**src/lcd_cmd_table.svh**
```systemverilog
`ifndef LCD_CMD_TABLE_SVH
`define LCD_CMD_TABLE_SVH

// entry: {flags, delay[27:24]}, delay[23:16], delay[15:8], delay[7:0], data
// data mode entries carry a length, then the characters
localparam int CMD_ROM_DEPTH = 99;

localparam logic [7:0] F_CMD = 8'h70;  // pulse, backlight, nibble
localparam logic [7:0] F_CHR = 8'hF0;  // as above plus data mode

localparam logic [6:0] ADDR_INIT = 7'd0;
localparam logic [6:0] ADDR_PROMPT = 7'd23;
localparam logic [6:0] ADDR_LOW = 7'd44;
localparam logic [6:0] ADDR_HIGH = 7'd62;
localparam logic [6:0] ADDR_WIN = 7'd81;

function automatic logic [7:0] cmd_rom_byte(input logic [6:0] addr);
	logic [0:CMD_ROM_DEPTH*8-1] rom;
	rom = {
		F_CMD, 8'h00, 8'h06, 8'h40, 8'h01,  // clear, 1600 us
		F_CHR, 8'h00, 8'h00, 8'h32, 8'd8,
		"PRESS OK",
		8'h00, 8'h00, 8'h00, 8'h00, 8'h00,
		F_CMD, 8'h00, 8'h06, 8'h40, 8'h01,
		F_CHR, 8'h00, 8'h00, 8'h32, 8'd6,
		"GUESS:",
		8'h00, 8'h00, 8'h00, 8'h00, 8'h00,
		F_CMD, 8'h00, 8'h00, 8'h32, 8'hC0,  // cursor to line 2
		F_CHR, 8'h00, 8'h00, 8'h32, 8'd3,
		"LOW",
		8'h00, 8'h00, 8'h00, 8'h00, 8'h00,
		F_CMD, 8'h00, 8'h00, 8'h32, 8'hC0,
		F_CHR, 8'h00, 8'h00, 8'h32, 8'd4,
		"HIGH",
		8'h00, 8'h00, 8'h00, 8'h00, 8'h00,
		F_CMD, 8'h00, 8'h06, 8'h40, 8'h01,
		F_CHR, 8'h00, 8'h00, 8'h32, 8'd3,
		"WIN",
		8'h00, 8'h00, 8'h00, 8'h00, 8'h00
	};
	if (addr >= CMD_ROM_DEPTH)
		return 8'h00;
	return rom[addr*8 +: 8];
endfunction

function automatic logic [6:0] msg_addr(input guess_pkg::msg_e m);
	case (m)
		guess_pkg::MSG_PROMPT: return ADDR_PROMPT;
		guess_pkg::MSG_LOW: return ADDR_LOW;
		guess_pkg::MSG_HIGH: return ADDR_HIGH;
		guess_pkg::MSG_WIN: return ADDR_WIN;
		default: return ADDR_INIT;
	endcase
endfunction

`endif

```
**src/guess_pkg.sv**
```systemverilog
package guess_pkg;

	// NEC command bytes of the 17-key remote
	localparam logic [7:0] KEY_0 = 8'h19;
	localparam logic [7:0] KEY_1 = 8'h45;
	localparam logic [7:0] KEY_2 = 8'h46;
	localparam logic [7:0] KEY_3 = 8'h47;
	localparam logic [7:0] KEY_4 = 8'h44;
	localparam logic [7:0] KEY_5 = 8'h40;
	localparam logic [7:0] KEY_6 = 8'h43;
	localparam logic [7:0] KEY_7 = 8'h07;
	localparam logic [7:0] KEY_8 = 8'h15;
	localparam logic [7:0] KEY_9 = 8'h09;
	localparam logic [7:0] KEY_OK = 8'h1C;

	typedef enum logic [1:0] {
		KEY_NONE,
		KEY_DIGIT,
		KEY_ENTER,
		KEY_OTHER
	} key_kind_e;

	typedef enum logic [2:0] {
		G_BOOT,
		G_WAIT_OK,
		G_ENTRY,
		G_SHOW,   // result or prompt on screen
		G_ECHO    // digit echo on screen
	} game_state_e;

	typedef enum logic [2:0] {
		S_IDLE,
		S_FLAGS,
		S_DELAY,
		S_DATA,
		S_CHAR,
		S_WAIT
	} seq_state_e;

	typedef enum logic [2:0] {
		MSG_INIT,
		MSG_PROMPT,
		MSG_LOW,
		MSG_HIGH,
		MSG_WIN,
		MSG_ECHO
	} msg_e;

	// bit positions in the flag nibble, same order as the writer mode bits
	localparam int FLAG_DATAMODE = 3;
	localparam int FLAG_PULSE = 2;
	localparam int FLAG_BACKLIGHT = 1;
	localparam int FLAG_NIBBLE = 0;

	localparam logic [31:0] LFSR_TAPS = 32'h80200003; // galois, shift right

endpackage

```
**src/lcd_seq_if.sv**
```systemverilog
`timescale 1ns/1ns

// request path from the game FSM to the LCD command sequencer
interface lcd_seq_if;
	logic start;                 // one cycle, only while idle is high
	guess_pkg::msg_e msg;
	logic [7:0] echo_char;       // ascii, used with MSG_ECHO
	logic idle;

	modport game (
		output start,
		output msg,
		output echo_char,
		input idle
	);

	modport seq (
		input start,
		input msg,
		input echo_char,
		output idle
	);
endinterface

```
**src/ir_key_decode.sv**
```systemverilog
`timescale 1ns/1ns

module ir_key_decode (
	input logic CLK,
	input logic rst_n,
	input logic [7:0] i_ir_data,
	input logic i_ir_ready,
	output logic o_key_valid,
	output guess_pkg::key_kind_e o_key_kind,
	output logic [3:0] o_digit
);

	guess_pkg::key_kind_e kind;
	logic [3:0] digit;

	always_comb begin
		kind = guess_pkg::KEY_DIGIT;
		digit = 4'd0;
		case (i_ir_data)
			guess_pkg::KEY_0: digit = 4'd0;
			guess_pkg::KEY_1: digit = 4'd1;
			guess_pkg::KEY_2: digit = 4'd2;
			guess_pkg::KEY_3: digit = 4'd3;
			guess_pkg::KEY_4: digit = 4'd4;
			guess_pkg::KEY_5: digit = 4'd5;
			guess_pkg::KEY_6: digit = 4'd6;
			guess_pkg::KEY_7: digit = 4'd7;
			guess_pkg::KEY_8: digit = 4'd8;
			guess_pkg::KEY_9: digit = 4'd9;
			guess_pkg::KEY_OK: kind = guess_pkg::KEY_ENTER;
			default: kind = guess_pkg::KEY_OTHER;  // arrows, * and # land here
		endcase
	end

	always_ff @(posedge CLK) begin
		if (!rst_n) begin
			o_key_valid <= 1'b0;
			o_key_kind <= guess_pkg::KEY_NONE;
		end else begin
			o_key_valid <= i_ir_ready;
			o_key_kind <= i_ir_ready ? kind : guess_pkg::KEY_NONE;
		end
	end

	// digit only matters alongside a valid event
	always_ff @(posedge CLK) begin
		if (i_ir_ready)
			o_digit <= digit;
	end

endmodule

```
**src/guess_game.sv**
```systemverilog
`timescale 1ns/1ns

module guess_game #(
	parameter logic [31:0] LFSR_SEED = 32'h0000_0001
) (
	input logic CLK,
	input logic rst_n,
	input logic i_key_valid,
	input guess_pkg::key_kind_e i_key_kind,
	input logic [3:0] i_digit,
	lcd_seq_if.game seq
);

	guess_pkg::game_state_e state;
	guess_pkg::msg_e msg_r;
	logic start_r;
	logic [7:0] echo_r;
	logic [31:0] lfsr;
	logic [11:0] secret;    // hundreds in the top nibble
	logic [11:0] entry;
	logic [1:0] n_digits;   // saturates at 3
	logic seq_ready;
	logic key_ok;
	logic key_digit;
	logic key_enter;

	function automatic logic [3:0] fold(input logic [3:0] n);
		return (n >= 4'd10) ? n - 4'd10 : n;
	endfunction

	assign seq.start = start_r;
	assign seq.msg = msg_r;
	assign seq.echo_char = echo_r;

	// idle is still high in the cycle the request goes out
	assign seq_ready = seq.idle && !start_r;
	assign key_ok = i_key_valid && seq_ready &&
		(state == guess_pkg::G_WAIT_OK || state == guess_pkg::G_ENTRY);
	assign key_digit = key_ok && (i_key_kind == guess_pkg::KEY_DIGIT);
	assign key_enter = key_ok && (i_key_kind == guess_pkg::KEY_ENTER);

	// one step per accepted digit or OK
	always_ff @(posedge CLK) begin
		if (!rst_n)
			lfsr <= LFSR_SEED;
		else if (key_digit || key_enter)
			lfsr <= lfsr[0] ? (lfsr >> 1) ^ guess_pkg::LFSR_TAPS : lfsr >> 1;
	end

	always_ff @(posedge CLK) begin
		if (!rst_n) begin
			state <= guess_pkg::G_BOOT;
			start_r <= 1'b0;
			n_digits <= 2'd0;
		end else begin
			start_r <= 1'b0;
			case (state)
				guess_pkg::G_BOOT: begin
					start_r <= 1'b1;
					msg_r <= guess_pkg::MSG_INIT;
					state <= guess_pkg::G_WAIT_OK;
				end
				guess_pkg::G_WAIT_OK: begin
					if (key_enter) begin
						// secret from the lfsr value before this step
						secret <= {fold(lfsr[3:0]), fold(lfsr[7:4]), fold(lfsr[11:8])};
						start_r <= 1'b1;
						msg_r <= guess_pkg::MSG_PROMPT;
						state <= guess_pkg::G_SHOW;
					end
				end
				guess_pkg::G_ENTRY: begin
					if (key_digit) begin
						entry <= {entry[7:0], i_digit};
						if (n_digits != 2'd3)
							n_digits <= n_digits + 2'd1;
						echo_r <= {4'h3, i_digit};  // ascii '0'..'9'
						start_r <= 1'b1;
						msg_r <= guess_pkg::MSG_ECHO;
						state <= guess_pkg::G_ECHO;
					end else if (key_enter && n_digits == 2'd3) begin
						start_r <= 1'b1;
						if (entry < secret)
							msg_r <= guess_pkg::MSG_LOW;
						else if (entry > secret)
							msg_r <= guess_pkg::MSG_HIGH;
						else
							msg_r <= guess_pkg::MSG_WIN;
						state <= guess_pkg::G_SHOW;
					end
				end
				guess_pkg::G_ECHO: begin
					if (seq_ready)
						state <= guess_pkg::G_ENTRY;
				end
				guess_pkg::G_SHOW: begin
					if (seq_ready) begin
						if (msg_r == guess_pkg::MSG_WIN) begin
							state <= guess_pkg::G_WAIT_OK;  // new round on next OK
						end else begin
							entry <= 12'd0;
							n_digits <= 2'd0;
							state <= guess_pkg::G_ENTRY;
						end
					end
				end
				default: state <= guess_pkg::G_BOOT;
			endcase
		end
	end

endmodule

```
**src/lcd_cmd_seq.sv**
```systemverilog
`timescale 1ns/1ns

module lcd_cmd_seq #(
	parameter int TICKS_PER_USEC = 12
) (
	input logic CLK,
	input logic rst_n,
	lcd_seq_if.seq seq,
	output logic o_lcd_enable,
	output logic [7:0] o_lcd_data,
	output logic [3:0] o_lcd_mode,
	input logic i_lcd_busy
);

	`include "lcd_cmd_table.svh"

	localparam logic [27:0] ECHO_USEC = 28'd50;
	localparam logic [3:0] ECHO_FLAGS = 4'(
		(1 << guess_pkg::FLAG_DATAMODE) | (1 << guess_pkg::FLAG_PULSE) |
		(1 << guess_pkg::FLAG_BACKLIGHT) | (1 << guess_pkg::FLAG_NIBBLE));

	guess_pkg::seq_state_e state;
	guess_pkg::seq_state_e after_wait;  // where to go once the delay ran out
	logic [6:0] rom_addr;
	logic [7:0] rom_byte;
	logic [3:0] flags;
	logic [27:0] delay_usec;
	logic [1:0] dly_cnt;
	logic [7:0] str_len;
	logic [31:0] wait_cnt;
	logic [31:0] wait_limit;

	assign rom_byte = cmd_rom_byte(rom_addr);
	assign wait_limit = 32'(delay_usec) * 32'(TICKS_PER_USEC);
	assign seq.idle = (state == guess_pkg::S_IDLE);

	always_ff @(posedge CLK) begin
		if (!rst_n) begin
			state <= guess_pkg::S_IDLE;
			after_wait <= guess_pkg::S_IDLE;
			o_lcd_enable <= 1'b0;
			wait_cnt <= 32'd0;
		end else begin
			o_lcd_enable <= 1'b0;
			case (state)
				guess_pkg::S_IDLE: begin
					if (seq.start) begin
						if (seq.msg == guess_pkg::MSG_ECHO) begin
							// single character, no rom walk
							o_lcd_data <= seq.echo_char;
							o_lcd_mode <= ECHO_FLAGS;
							o_lcd_enable <= 1'b1;
							delay_usec <= ECHO_USEC;
							after_wait <= guess_pkg::S_IDLE;
							state <= guess_pkg::S_WAIT;
						end else begin
							rom_addr <= msg_addr(seq.msg);
							state <= guess_pkg::S_FLAGS;
						end
					end
				end
				guess_pkg::S_FLAGS: begin
					{flags, delay_usec[27:24]} <= rom_byte;
					rom_addr <= rom_addr + 7'd1;
					dly_cnt <= 2'd0;
					state <= guess_pkg::S_DELAY;
				end
				guess_pkg::S_DELAY: begin
					delay_usec[23:0] <= {delay_usec[15:0], rom_byte};  // msb first
					rom_addr <= rom_addr + 7'd1;
					dly_cnt <= dly_cnt + 2'd1;
					if (dly_cnt == 2'd2)
						state <= guess_pkg::S_DATA;
				end
				guess_pkg::S_DATA: begin
					if (delay_usec == 28'd0) begin
						state <= guess_pkg::S_IDLE;  // end marker
					end else if (flags[guess_pkg::FLAG_DATAMODE]) begin
						str_len <= rom_byte;
						rom_addr <= rom_addr + 7'd1;
						state <= (rom_byte == 8'd0) ? guess_pkg::S_FLAGS : guess_pkg::S_CHAR;
					end else begin
						o_lcd_data <= rom_byte;  // command byte
						o_lcd_mode <= flags;
						o_lcd_enable <= 1'b1;
						rom_addr <= rom_addr + 7'd1;
						after_wait <= guess_pkg::S_FLAGS;
						state <= guess_pkg::S_WAIT;
					end
				end
				guess_pkg::S_CHAR: begin
					o_lcd_data <= rom_byte;
					o_lcd_mode <= flags;
					o_lcd_enable <= 1'b1;
					rom_addr <= rom_addr + 7'd1;
					str_len <= str_len - 8'd1;
					after_wait <= (str_len == 8'd1) ? guess_pkg::S_FLAGS : guess_pkg::S_CHAR;
					state <= guess_pkg::S_WAIT;
				end
				guess_pkg::S_WAIT: begin
					// skip the strobe cycle, busy shows up after it
					if (!i_lcd_busy && !o_lcd_enable) begin
						if (wait_cnt == wait_limit - 32'd1) begin
							wait_cnt <= 32'd0;
							state <= after_wait;
						end else begin
							wait_cnt <= wait_cnt + 32'd1;
						end
					end
				end
				default: state <= guess_pkg::S_IDLE;
			endcase
		end
	end

endmodule

```
**src/guess_top.sv**
```systemverilog
`timescale 1ns/1ns

module guess_top #(
	parameter int TICKS_PER_USEC = 12,              // 12 MHz board clock
	parameter logic [31:0] LFSR_SEED = 32'h5EED_C0DE
) (
	input logic CLK,
	input logic rst_n,
	input logic [7:0] i_ir_data,
	input logic i_ir_ready,
	output logic o_lcd_enable,
	output logic [7:0] o_lcd_data,
	output logic [3:0] o_lcd_mode,
	input logic i_lcd_busy
);

	logic key_valid;
	guess_pkg::key_kind_e key_kind;
	logic [3:0] key_digit;

	lcd_seq_if seq_bus ();

	ir_key_decode u_decode (
		.CLK(CLK),
		.rst_n(rst_n),
		.i_ir_data(i_ir_data),
		.i_ir_ready(i_ir_ready),
		.o_key_valid(key_valid),
		.o_key_kind(key_kind),
		.o_digit(key_digit)
	);

	guess_game #(.LFSR_SEED(LFSR_SEED)) u_game (
		.CLK(CLK),
		.rst_n(rst_n),
		.i_key_valid(key_valid),
		.i_key_kind(key_kind),
		.i_digit(key_digit),
		.seq(seq_bus.game)
	);

	lcd_cmd_seq #(.TICKS_PER_USEC(TICKS_PER_USEC)) u_seq (
		.CLK(CLK),
		.rst_n(rst_n),
		.seq(seq_bus.seq),
		.o_lcd_enable(o_lcd_enable),
		.o_lcd_data(o_lcd_data),
		.o_lcd_mode(o_lcd_mode),
		.i_lcd_busy(i_lcd_busy)
	);

endmodule

```
**config.mk**
```make
export PLATFORM = sky130hd
export DESIGN_NAME = guess_top
export DESIGN_NICKNAME = d
export VERILOG_FILES = /design/src/guess_pkg.sv /design/src/lcd_seq_if.sv /design/src/ir_key_decode.sv /design/src/guess_game.sv /design/src/lcd_cmd_seq.sv /design/src/guess_top.sv
export VERILOG_INCLUDE_DIRS = /design/src
export SDC_FILE = /design/constraint.sdc
export NUM_CORES = 1
export LEC_CHECK = 0
export ABC_CLOCK_PERIOD_IN_PS = 10190
export BUFFER_PORTS_ARGS = -buffer_cell sky130_fd_sc_hd__buf_2
export CAP_MARGIN = 20
export CORE_AREA = 2 2 200 163
export CTS_CLUSTER_SIZE = 14
export DETAILED_ROUTE_END_ITERATION = 6
export DIE_AREA = 0 0 202 165
export PLACE_DENSITY = 0.51
export SETUP_SLACK_MARGIN = 0.1
export SLEW_MARGIN = 25
export SYNTH_ARGS = -nofsm -noshare
export SYNTH_HDL_FRONTEND = slang
export SYNTH_SLANG_ARGS = --single-unit
```
**constraint.sdc**
```tcl
create_clock -name CLK -period 10.19 [get_ports CLK]
set_input_delay 1.019 -clock CLK [delete_from_list [all_inputs] [get_ports CLK]]
set_output_delay 1.019 -clock CLK [all_outputs]
set_load 0.02 [all_outputs]
```
== Yosys cells after proc, flatten, opt, wreduce, memory -nomap -nowiden ==
Cells that the tools add are included.

* Shifts and indexed selects: 1
* Add/subtract/negate cells: 9
* Equality and inequality tests: 48
* Bitwise gates (word level): 2
* Multiply operators: 1
* Multiplexer cells: 79
* Order comparisons: 6
* Reduce and logical (&&, ||, !) cells: 43

{| class="wikitable"
|+ Operators with widths
! cell !! number
|-
| indexed part select 792 x 33 -> 793 bit (first input constant) || 1
|-
| two-way mux 3 bit || 23
|-
| two-way mux 32 bit || 2
|-
| two-way mux 8 bit || 8
|-
| two-way mux 28 bit || 2
|-
| == test 8 x 7 -> 1 bit (second input constant) || 6
|-
| case mux 24 bit (2 select lines) || 1
|-
| two-way mux 12 bit || 3
|-
| case mux 4 bit (9 select lines) || 1
|-
| inverter 10 -> 33 bit || 1
|-
| adder 32 x 1 -> 32 bit (second input constant) || 1
|-
| == test 32 bit || 1
|-
| subtractor 32 x 1 -> 32 bit (second input constant) || 1
|-
| multiplier 28 x 2 -> 30 bit (second input constant) || 1
|-
| zero test 28 bit || 1
|-
| two-way mux 4 bit || 7
|-
| case mux 7 bit (4 select lines) || 1
|-
| == test 8 x 5 -> 1 bit (second input constant) || 3
|-
| case mux 12 bit (2 select lines) || 1
|-
| case mux 8 bit (3 select lines) || 1
|-
| AND reduction 4 bit || 6
|-
| two-way mux 7 bit || 3
|-
| case mux 7 bit (3 select lines) || 1
|-
| AND reduction 5 bit || 4
|-
| 42 further kinds || 109
|}

* Bits of input ports: 12
* Word-level logic and storage cells: 212
* Register bits after elaboration: 176

== Logic depth before layout (Yosys ltp) ==
Gate-level depths: netlist (run 1).

* Word-level depth: 9
* Depth in mapped cells: 18
* Gate-level depth less buffers: 15

== Hierarchy ==
From an unflattened synthesis (run 1), not the netlist that was laid out.

* Cells, all modules: 1507
* Area total of the unflattened synthesis: 13203.9 um2

{| class="wikitable"
|+ By module, submodules not included
! module !! instances !! cells each !! area an instance (um2) !! seq. area each (um2)
|-
| lcd_cmd_seq || 1 || 1128 || 9457.8 || 2592.5
|-
| guess_game || 1 || 339 || 3295.7 || 1691.6
|-
| ir_key_decode || 1 || 40 || 450.4 || 180.2
|}

== Worst setup path before layout (run 1) ==
Ideal clock, no wire load.

* Kind: register to register
* Start: register u_seq.delay_usec[0]
* End: register u_seq.wait_cnt[0]
* Path slack: 5.750 ns
* Path buffers: 2
* Required time: 10.056 ns
* Library setup time: 0.134 ns
* Clock period less this slack: 4.440 ns
* Cell stages (with the launch flop): 18
* Arrival time: 4.306 ns
* Path through: edfxtp_1 ha_1 inv_1 fa_1 nand2b_1 a21oi_1 xor2_1 or3b_1 or4_4 or2_1 buf_6 nor2_4 nand4_1 a2111oi_0 nand4b_1 a2111oi_4 buf_6 o22ai_1

* Word-level cells in the longest chain between the ends: 4

{| class="wikitable"
|+ Ends and longest elaborated chain
! what !! line !! source
|-
| from (decl) || lcd_cmd_seq.sv:27 || <nowiki>logic [27:0] delay_usec;</nowiki>
|-
| from (signal assigned) || lcd_cmd_seq.sv:69 || <nowiki>delay_usec[23:0] <= {delay_usec[15:0], rom_byte};</nowiki>
|-
| multiplier 28 x 2 -> 30 bit || lcd_cmd_seq.sv:34 || <nowiki>assign wait_limit = 32'(delay_usec) * 32'(TICKS_PER_USEC);</nowiki>
|-
| subtractor 32 x 1 -> 32 bit || lcd_cmd_seq.sv:103 || <nowiki>if (wait_cnt == wait_limit - 32'd1) begin</nowiki>
|-
| == test 32 bit || lcd_cmd_seq.sv:103 ||
|-
| two-way mux 32 bit || lcd_cmd_seq.sv:103 ||
|-
| to (signal assigned) || lcd_cmd_seq.sv:107 || <nowiki>wait_cnt <= wait_cnt + 32'd1;</nowiki>
|-
| to (decl) || lcd_cmd_seq.sv:30 || <nowiki>logic [31:0] wait_cnt;</nowiki>
|}

No other way between the ends.
A chain may end at the register's enable or synchronous reset.

== Worst setup path after layout (run 1) ==
* Start: register u_seq.delay_usec[0]
* End: register u_seq.state[0]

* Word-level cells in the longest chain between the ends: 5

{| class="wikitable"
|+ Ends and longest elaborated chain
! what !! line !! source
|-
| multiplier 28 x 2 -> 30 bit || lcd_cmd_seq.sv:34 ||
|-
| subtractor 32 x 1 -> 32 bit || lcd_cmd_seq.sv:103 ||
|-
| == test 32 bit || lcd_cmd_seq.sv:103 ||
|-
| inequality test 2 x 1 -> 1 bit (no source line) || - ||
|-
| AND reduction 4 bit (no source line) || - ||
|-
| to (signal assigned) || lcd_cmd_seq.sv:98 || <nowiki>state <= guess_pkg::S_WAIT;</nowiki>
|-
| to (signal assigned) || lcd_cmd_seq.sv:105 || <nowiki>state <= after_wait;</nowiki>
|-
| to (signal assigned) || lcd_cmd_seq.sv:111 || <nowiki>default: state <= guess_pkg::S_IDLE;</nowiki>
|-
| to (decl) || lcd_cmd_seq.sv:22 || <nowiki>guess_pkg::seq_state_e state;</nowiki>
|}

Several ways; a longest one is shown, not always the timed one.

==> summary.txt, run 1 <==
Req. time, crit path: 10500 ps
clk sink count: 175
Reg clk slew, reported paths: 70 ps
first-pass GRT wire length: 51000 µm
final worst slack: 5210 ps
LEAKAGE: 5.02 nW
die area: 0.0333 mm²
clk root buf: clkbuf_16
num rows: 58
Crit Path Class: reg -> reg
pwr/cell area: 223 mW/mm²
Top FF cell, synth: edfxtp_1
Buf/Inv on CP: 2
asr flop ratio synth: 0%
crit end category: flop
synthesized net count: 1551
Routed Antenna Nets: 0
WL per Instance: 16.4 µm
M3 GR Usage: 3.02%
maximum clock frequency: 201 MHz
slowest stage delay, CP: 580 ps
final RePlAce weighted congestion: 0.873
DRT Wirelength: 30700 µm
Max clock buf depth: 2
startpoint types: flop
Clock Latency Late Sink: 450 ps
FF-to-FF End: u_seq.state[0]
number of post-CTS setup repair buffers: 0
Core Util, Final: 43.0%
hold depth: 2
sequential share of the synthesized area: 36.1%
Syn Inst Count: 1461
Ports: 25
Iteration-0 DRC Markers: 876
slowest CP cell: or4_4
DP Area: 0.0128 mm²
yosys warns: 0
GR Util All Layers: 19.1%
Fin Setup TNS: 0 ps
Slew Viols, Final: 0
RSZ-0062 raised after global routing: false
Worst Hold Path EP: u_game.lfsr[12]
via count: 10393
count of final hold-check violations: 0
fin area: 0.0134 mm²
CP top delay family: simple AND/OR/NAND/NOR gates
Net count, final: 1531
Max transition margin: 29.6%
Reg2Reg Setup Slack: 5210 ps
layout cells sized above 1: 7.43%
Unique masters post-synth: 91
CTS resizes: 0
I/O Buffers: 24
post-synthesis register bit count: 175
most frequent cells in the layout: 165 x nand2_1, 142 x nor2_1, 99 x a21oi_1, 96 x edfxtp_1, 79 x dfxtp_1
most common cell after layout, fill and taps aside: nand2_1
Post-Synthesis Cell Area: 0.0124 mm²
Avg Cell Area, Syn: 8.47 µm²
Least-Margin Pin Slew: 1050 ps
Setup violations, final: 0
Final period util: 48.8%
Top Usage Layer GRT: met1
minimum clock period: 4980 ps
maximum fanout along the worst path: 34
met2 usage: 26.9%
initial core utilization: 39.8%
hold path startpoint: u_game.lfsr[13]
Peak VDD IR: 134 µV
HPWL Detailed: 22400 µm
GRT met1 Usage: 30.0%
GRT overflow: 0
status: complete, no violations
reg2reg path depth: 16
vias in the first global route: 9482
CTS Buf Count: 17
crit path cell chain: ha_1 > inv_1 > fa_1 > nand2b_1 > a21oi_1 > xor2_1 > or3b_1 > or4_4 > or2_1 > nor2_4 > nand4_1 > a2111oi_0 > nand4b_1 > a2111oi_4 > buf_4 > a31oi_1
post-route clock skew: 18.4 ps
n_diodes: 0
max cap viols: 0
DR pass1 iterations: 5
power consumption: 2.98 mW
Core Area: 0.0311 mm²
CTS Hold Bufs: 0
EDFF count, synth: 96
largest net degree at the start of global routing: 55
DR DRC count: 0
HP Class: reg -> reg
H-tree Lvls: 4
CP Launch Point: u_seq.delay_usec[0]
chip height: 165 µm
RR Startpoint: u_seq.delay_usec[0]
P&R area growth vs syn: 8.11%
drt via density: 5.55
initial antenna violation count: 0
pre-CTS WS: 5260 ps
CTS tree: yes
CP arrival: 5280 ps
Die W: 202 µm
[stage by stage]
stage          std cells  hold WS (ps)
6_report            1874           452
5_1_grt             1874           460
4_1_cts             1874           449
3_5_place_dp        1842           446
3_3_place_gp        1842           442
2_1_floorplan       1461           417
[routing by layer]
| layer | share of wire (%) | wire, µm | vias up |
|---|---|---|---|
| li1 | - | - | 5272 |
| met1 | 54 | 16600 | 4873 |
| met2 | 40 | 12400 | 236 |
| met3 | 4.8 | 1470 | 12 |
| met4 | 0.69 | 212 | 0 |
| met5 | 0 | 0 | - |
[cell type report]
type / count / area, µm²
repair buffers: 41 / 248
clock inverters: 14 / 138
inverters: 79 / 297
clock buffers: 18 / 429
fillers: 3066 / 17800
well taps: 420 / 526
flip-flops and latches: 175 / 4460
multi-input cells: 1127 / 7280
[cell families (layout without fill, tap and decap cells)]
logic type	after synthesis	in the layout	share of synthesized area, %
buffers and inverters	159	152	5.23
adders and majority gates	79	79	8.03
and+or+nand+nor	581	581	23.5
DFF	175	175	36.1
AOI/OAI and AO/OA	356	356	18.9
muxes	20	20	1.84
xor gates and xnor gates	91	91	6.44
[worst register-to-register path: cells and delay by family, from the launching register on]
| kind | cells | cell delay, ps |
|---|---|---|
| and+or+nand+nor | 7 | 2130 |
| AOI/OAI and AO/OA | 4 | 1140 |
| adders and majority gates | 2 | 570 |
| buffers and inverters | 2 | 450 |
| DFF | 1 | 410 |
| xor gates and xnor gates | 1 | 150 |
[worst max-delay path by stage]
stage	end	slack [ps]	depth (start not counted)
after global placement	u_seq.wait_cnt[5]	5310	16
after global routing	u_seq.wait_cnt[0]	4880	15
after detailed placement	u_seq.wait_cnt[4]	5260	16
after CTS	u_seq.wait_cnt[0]	5270	16
after floorplan	u_seq.wait_cnt[0]	5750	17
final	u_seq.state[0]	5210	16
[state kept, by name (all words and copies together), names as in the netlist, 4 cells and up]
signal / cells
u_seq.o_lcd_data: 8
u_game.lfsr: 32
u_seq.rom_addr: 7
u_game.entry: 12
u_game.secret: 12
u_seq.flags: 4
u_game.seq.echo_char: 4
u_seq.o_lcd_mode: 4
u_decode.o_digit: 4
u_seq.delay_usec: 28
u_seq.wait_cnt: 32
u_seq.str_len: 8
[power breakdown]
part	switching, mW	internal (mW)
Clock	0.310	0.325
Combinational	0.856	0.512
Sequential	0.118	0.858
Total	1.28	1.70
[synthesized netlist by cell type (all sizes together) (5+ instances only)]
cell type	instances	area (µm²)
a2111oi	5	62.6
a211oi	42	315
a21boi	7	52.6
a21o	20	150
a21oi	101	513
a221oi	5	50.0
a31oi	22	138
and2	20	128
and3	21	131
and4	7	63.8
buf	14	103
clkbuf	66	248
dfxtp	79	1580
edfxtp	96	2880
ha	77	963
inv	77	289
mux2i	16	160
nand2	166	626
nand2b	17	106
nand3	55	280
nand4	28	175
nand4b	5	58.8
nor2	143	544
nor2b	9	56.3
nor3	37	190
nor3b	13	97.6
nor4	16	106
o211ai	19	143
o21a	9	67.6
o21ai	66	330
o22ai	8	50.1
or2	6	37.5
or3	14	87.6
or4	8	71.3
xnor2	47	412
xor2	44	385
Power figures use the tool's default switching activity.
==> inputs of run 2 (changes only) <==
Settings changed: ABC_CLOCK_PERIOD_IN_PS 10190 to 4800.
Clock period 10.19 ns to 4.8 ns, I/O delays scaled along.
==> summary.txt, run 2 (same netlist as run 1, synthesis figures left out) <==
die area: 0.0333 mm²
HP Class: in -> reg
crit path cell chain: inv_1 > ha_2 > and2_4 > a221o_2 > o21ai_1 > a211oi_2 > nor4_2 > nand2b_1 > or3_4 > or4_4 > a21oi_2 > o211ai_1 > a2111oi_4 > buf_4 > clkbuf_16 > a211oi_1
CTS Buf Count: 17
Reg clk slew, reported paths: 80 ps
Placed Instances: 1853
Net count, final: 1567
Gate power share: 48.8%
CP top delay family: simple AND/OR/NAND/NOR gates
crit end category: flop
num rows: 58
Crit Path Class: reg -> reg
top flop regs: u_game.lfsr x32, u_seq.wait_cnt x32, u_seq.delay_usec x28
Worst Hold Margin: 301 ps
count of final hold-check violations: 0
switching share of total power: 43.1%
WL per Instance: 16.8 µm
CTS Hold Bufs: 0
post-route clock skew: 14.1 ps
Fin Setup TNS: 0 ps
sequential cell area: 0.00446 mm²
most frequent cells in the layout: 164 x nand2_1, 141 x nor2_1, 96 x edfxtp_1, 87 x a21oi_1, 79 x dfxtp_1
clk root buf: clkbuf_16
GR Util All Layers: 19.1%
first-pass GRT wire length: 51000 µm
final RePlAce weighted congestion: 0.864
net switching power: 2.85 mW
HPWL Detailed: 22800 µm
startpoint types: flop
P&R area growth vs syn: 13.6%
slowest stage delay, CP: 520 ps
pwr/cell area: 470 mW/mm²
maximum fanout along the worst path: 8
P_int: 3.76 mW
Least-Margin Pin Slew: 956 ps
layout cells sized above 1: 14.0%
pre-CTS WS: 88.4 ps
LEAKAGE: 5.30 nW
max cap viols: 0
most common cell after layout, fill and taps aside: nand2_1
via count: 10550
status: complete, no violations
Buf/Inv on CP: 3
GRT overflow: 0
minimum clock period: 4580 ps
Final period util: 95.4%
largest net degree at the start of global routing: 42
Peak VDD IR: 277 µV
Seq pwr share: 30.7%
CTS tree: yes
Iteration-0 DRC Markers: 816
I/O Buffers: 24
slowest CP cell: or4_4
CP arrival: 4880 ps
initial core utilization: 39.8%
final worst slack: 221 ps
vias in the first global route: 9411
drt via density: 5.52
clk sink count: 175
Final Non-Filler Cells: 1910
H-tree Lvls: 4
DRT Wirelength: 32000 µm
Setup violations, final: 0
chip height: 165 µm
Ports: 25
DR pass1 iterations: 5
Max clock buf depth: 2
Clk pwr share: 20.5%
Req. time, crit path: 5100 ps
Routed Antenna Nets: 0
filler cell count: 3033
RSZ-0062 raised after global routing: false
multi-input logic area: 0.00764 mm²
Core Area: 0.0311 mm²
maximum clock frequency: 218 MHz
DR DRC count: 0
initial antenna violation count: 0
Die W: 202 µm
Max transition margin: 36.3%
Clock Latency Late Sink: 440 ps
n_diodes: 0
Slew Viols, Final: 0
[run 2: cell count changes in the layout (fill, tap and decap cells not counted), sizes merged]
cell	previous run	this run
clkbuf	18	19
buf	41	75
clkinv	8	9
[run 2: timing repair]
| action | CTS | global route |
|---|---|---|
| gates cloned | 0 | 3 |
| buffers inserted | 0 | 22 |
| resized for setup | 1 | 82 |
| hold endpoints to repair | 0 | 0 |
| pin swaps | 0 | 19 |
| endpoints found under the setup margin | 18 | 34 |
[run 2: layout make-up]
| cell class | count | area share (%) |
|---|---|---|
| Tap cell | 420 | 3.74 |
| Clock buffer | 17 | 3.03 |
| Sequential cell | 175 | 31.7 |
| Multi-Input combinational cell | 1127 | 54.3 |
| Inverter | 79 | 2.11 |
| Timing Repair Buffer | 77 | 4.05 |
| Clock inverter | 15 | 1.03 |
[run 2: worst paths after layout]
check                                          from             endpoint  slack, ps  cells after the start
worst max register to register  u_seq.delay_usec[4]    u_seq.wait_cnt[8]        220                     16
worst min-delay path                     i_ir_ready  u_decode.o_digit[1]        300                      1
worst max-delay path            u_seq.delay_usec[4]    u_seq.wait_cnt[8]        220                     16
worst min register to register      u_game.lfsr[17]      u_game.lfsr[17]        450                      2
[run 2: power by group through the flow]
stage	clock, mW	combinational [mW]	sequential, mW
2_1_floorplan	0	2.24	1.96
3_3_place_gp	0	2.97	2.06
3_5_place_dp	0	2.96	2.06
4_1_cts	1.40	2.98	2.03
5_1_grt	1.45	3.59	2.06
6_report	1.36	3.23	2.03
[run 2: metrics by stage]
step                      util [%]  power, mW  instance area (µm²)
after floorplan                  -       4.20                12400
after CTS                     43.3       6.40                13500
after global routing          45.2       7.10                14100
final                         45.2       6.61                14100
after detailed placement      41.5       5.02                12900
after global placement        41.4       5.03                12900
[run 2: metal layers]
layer  part of all wire (%)  vias up  GRT usage [%]
li1                       -     5340              -
met2                     40      204           26.4
met1                     55     4982           30.4
met3                    3.6       24           2.64
met4                    1.4        0           5.11
met5                      0        -              0
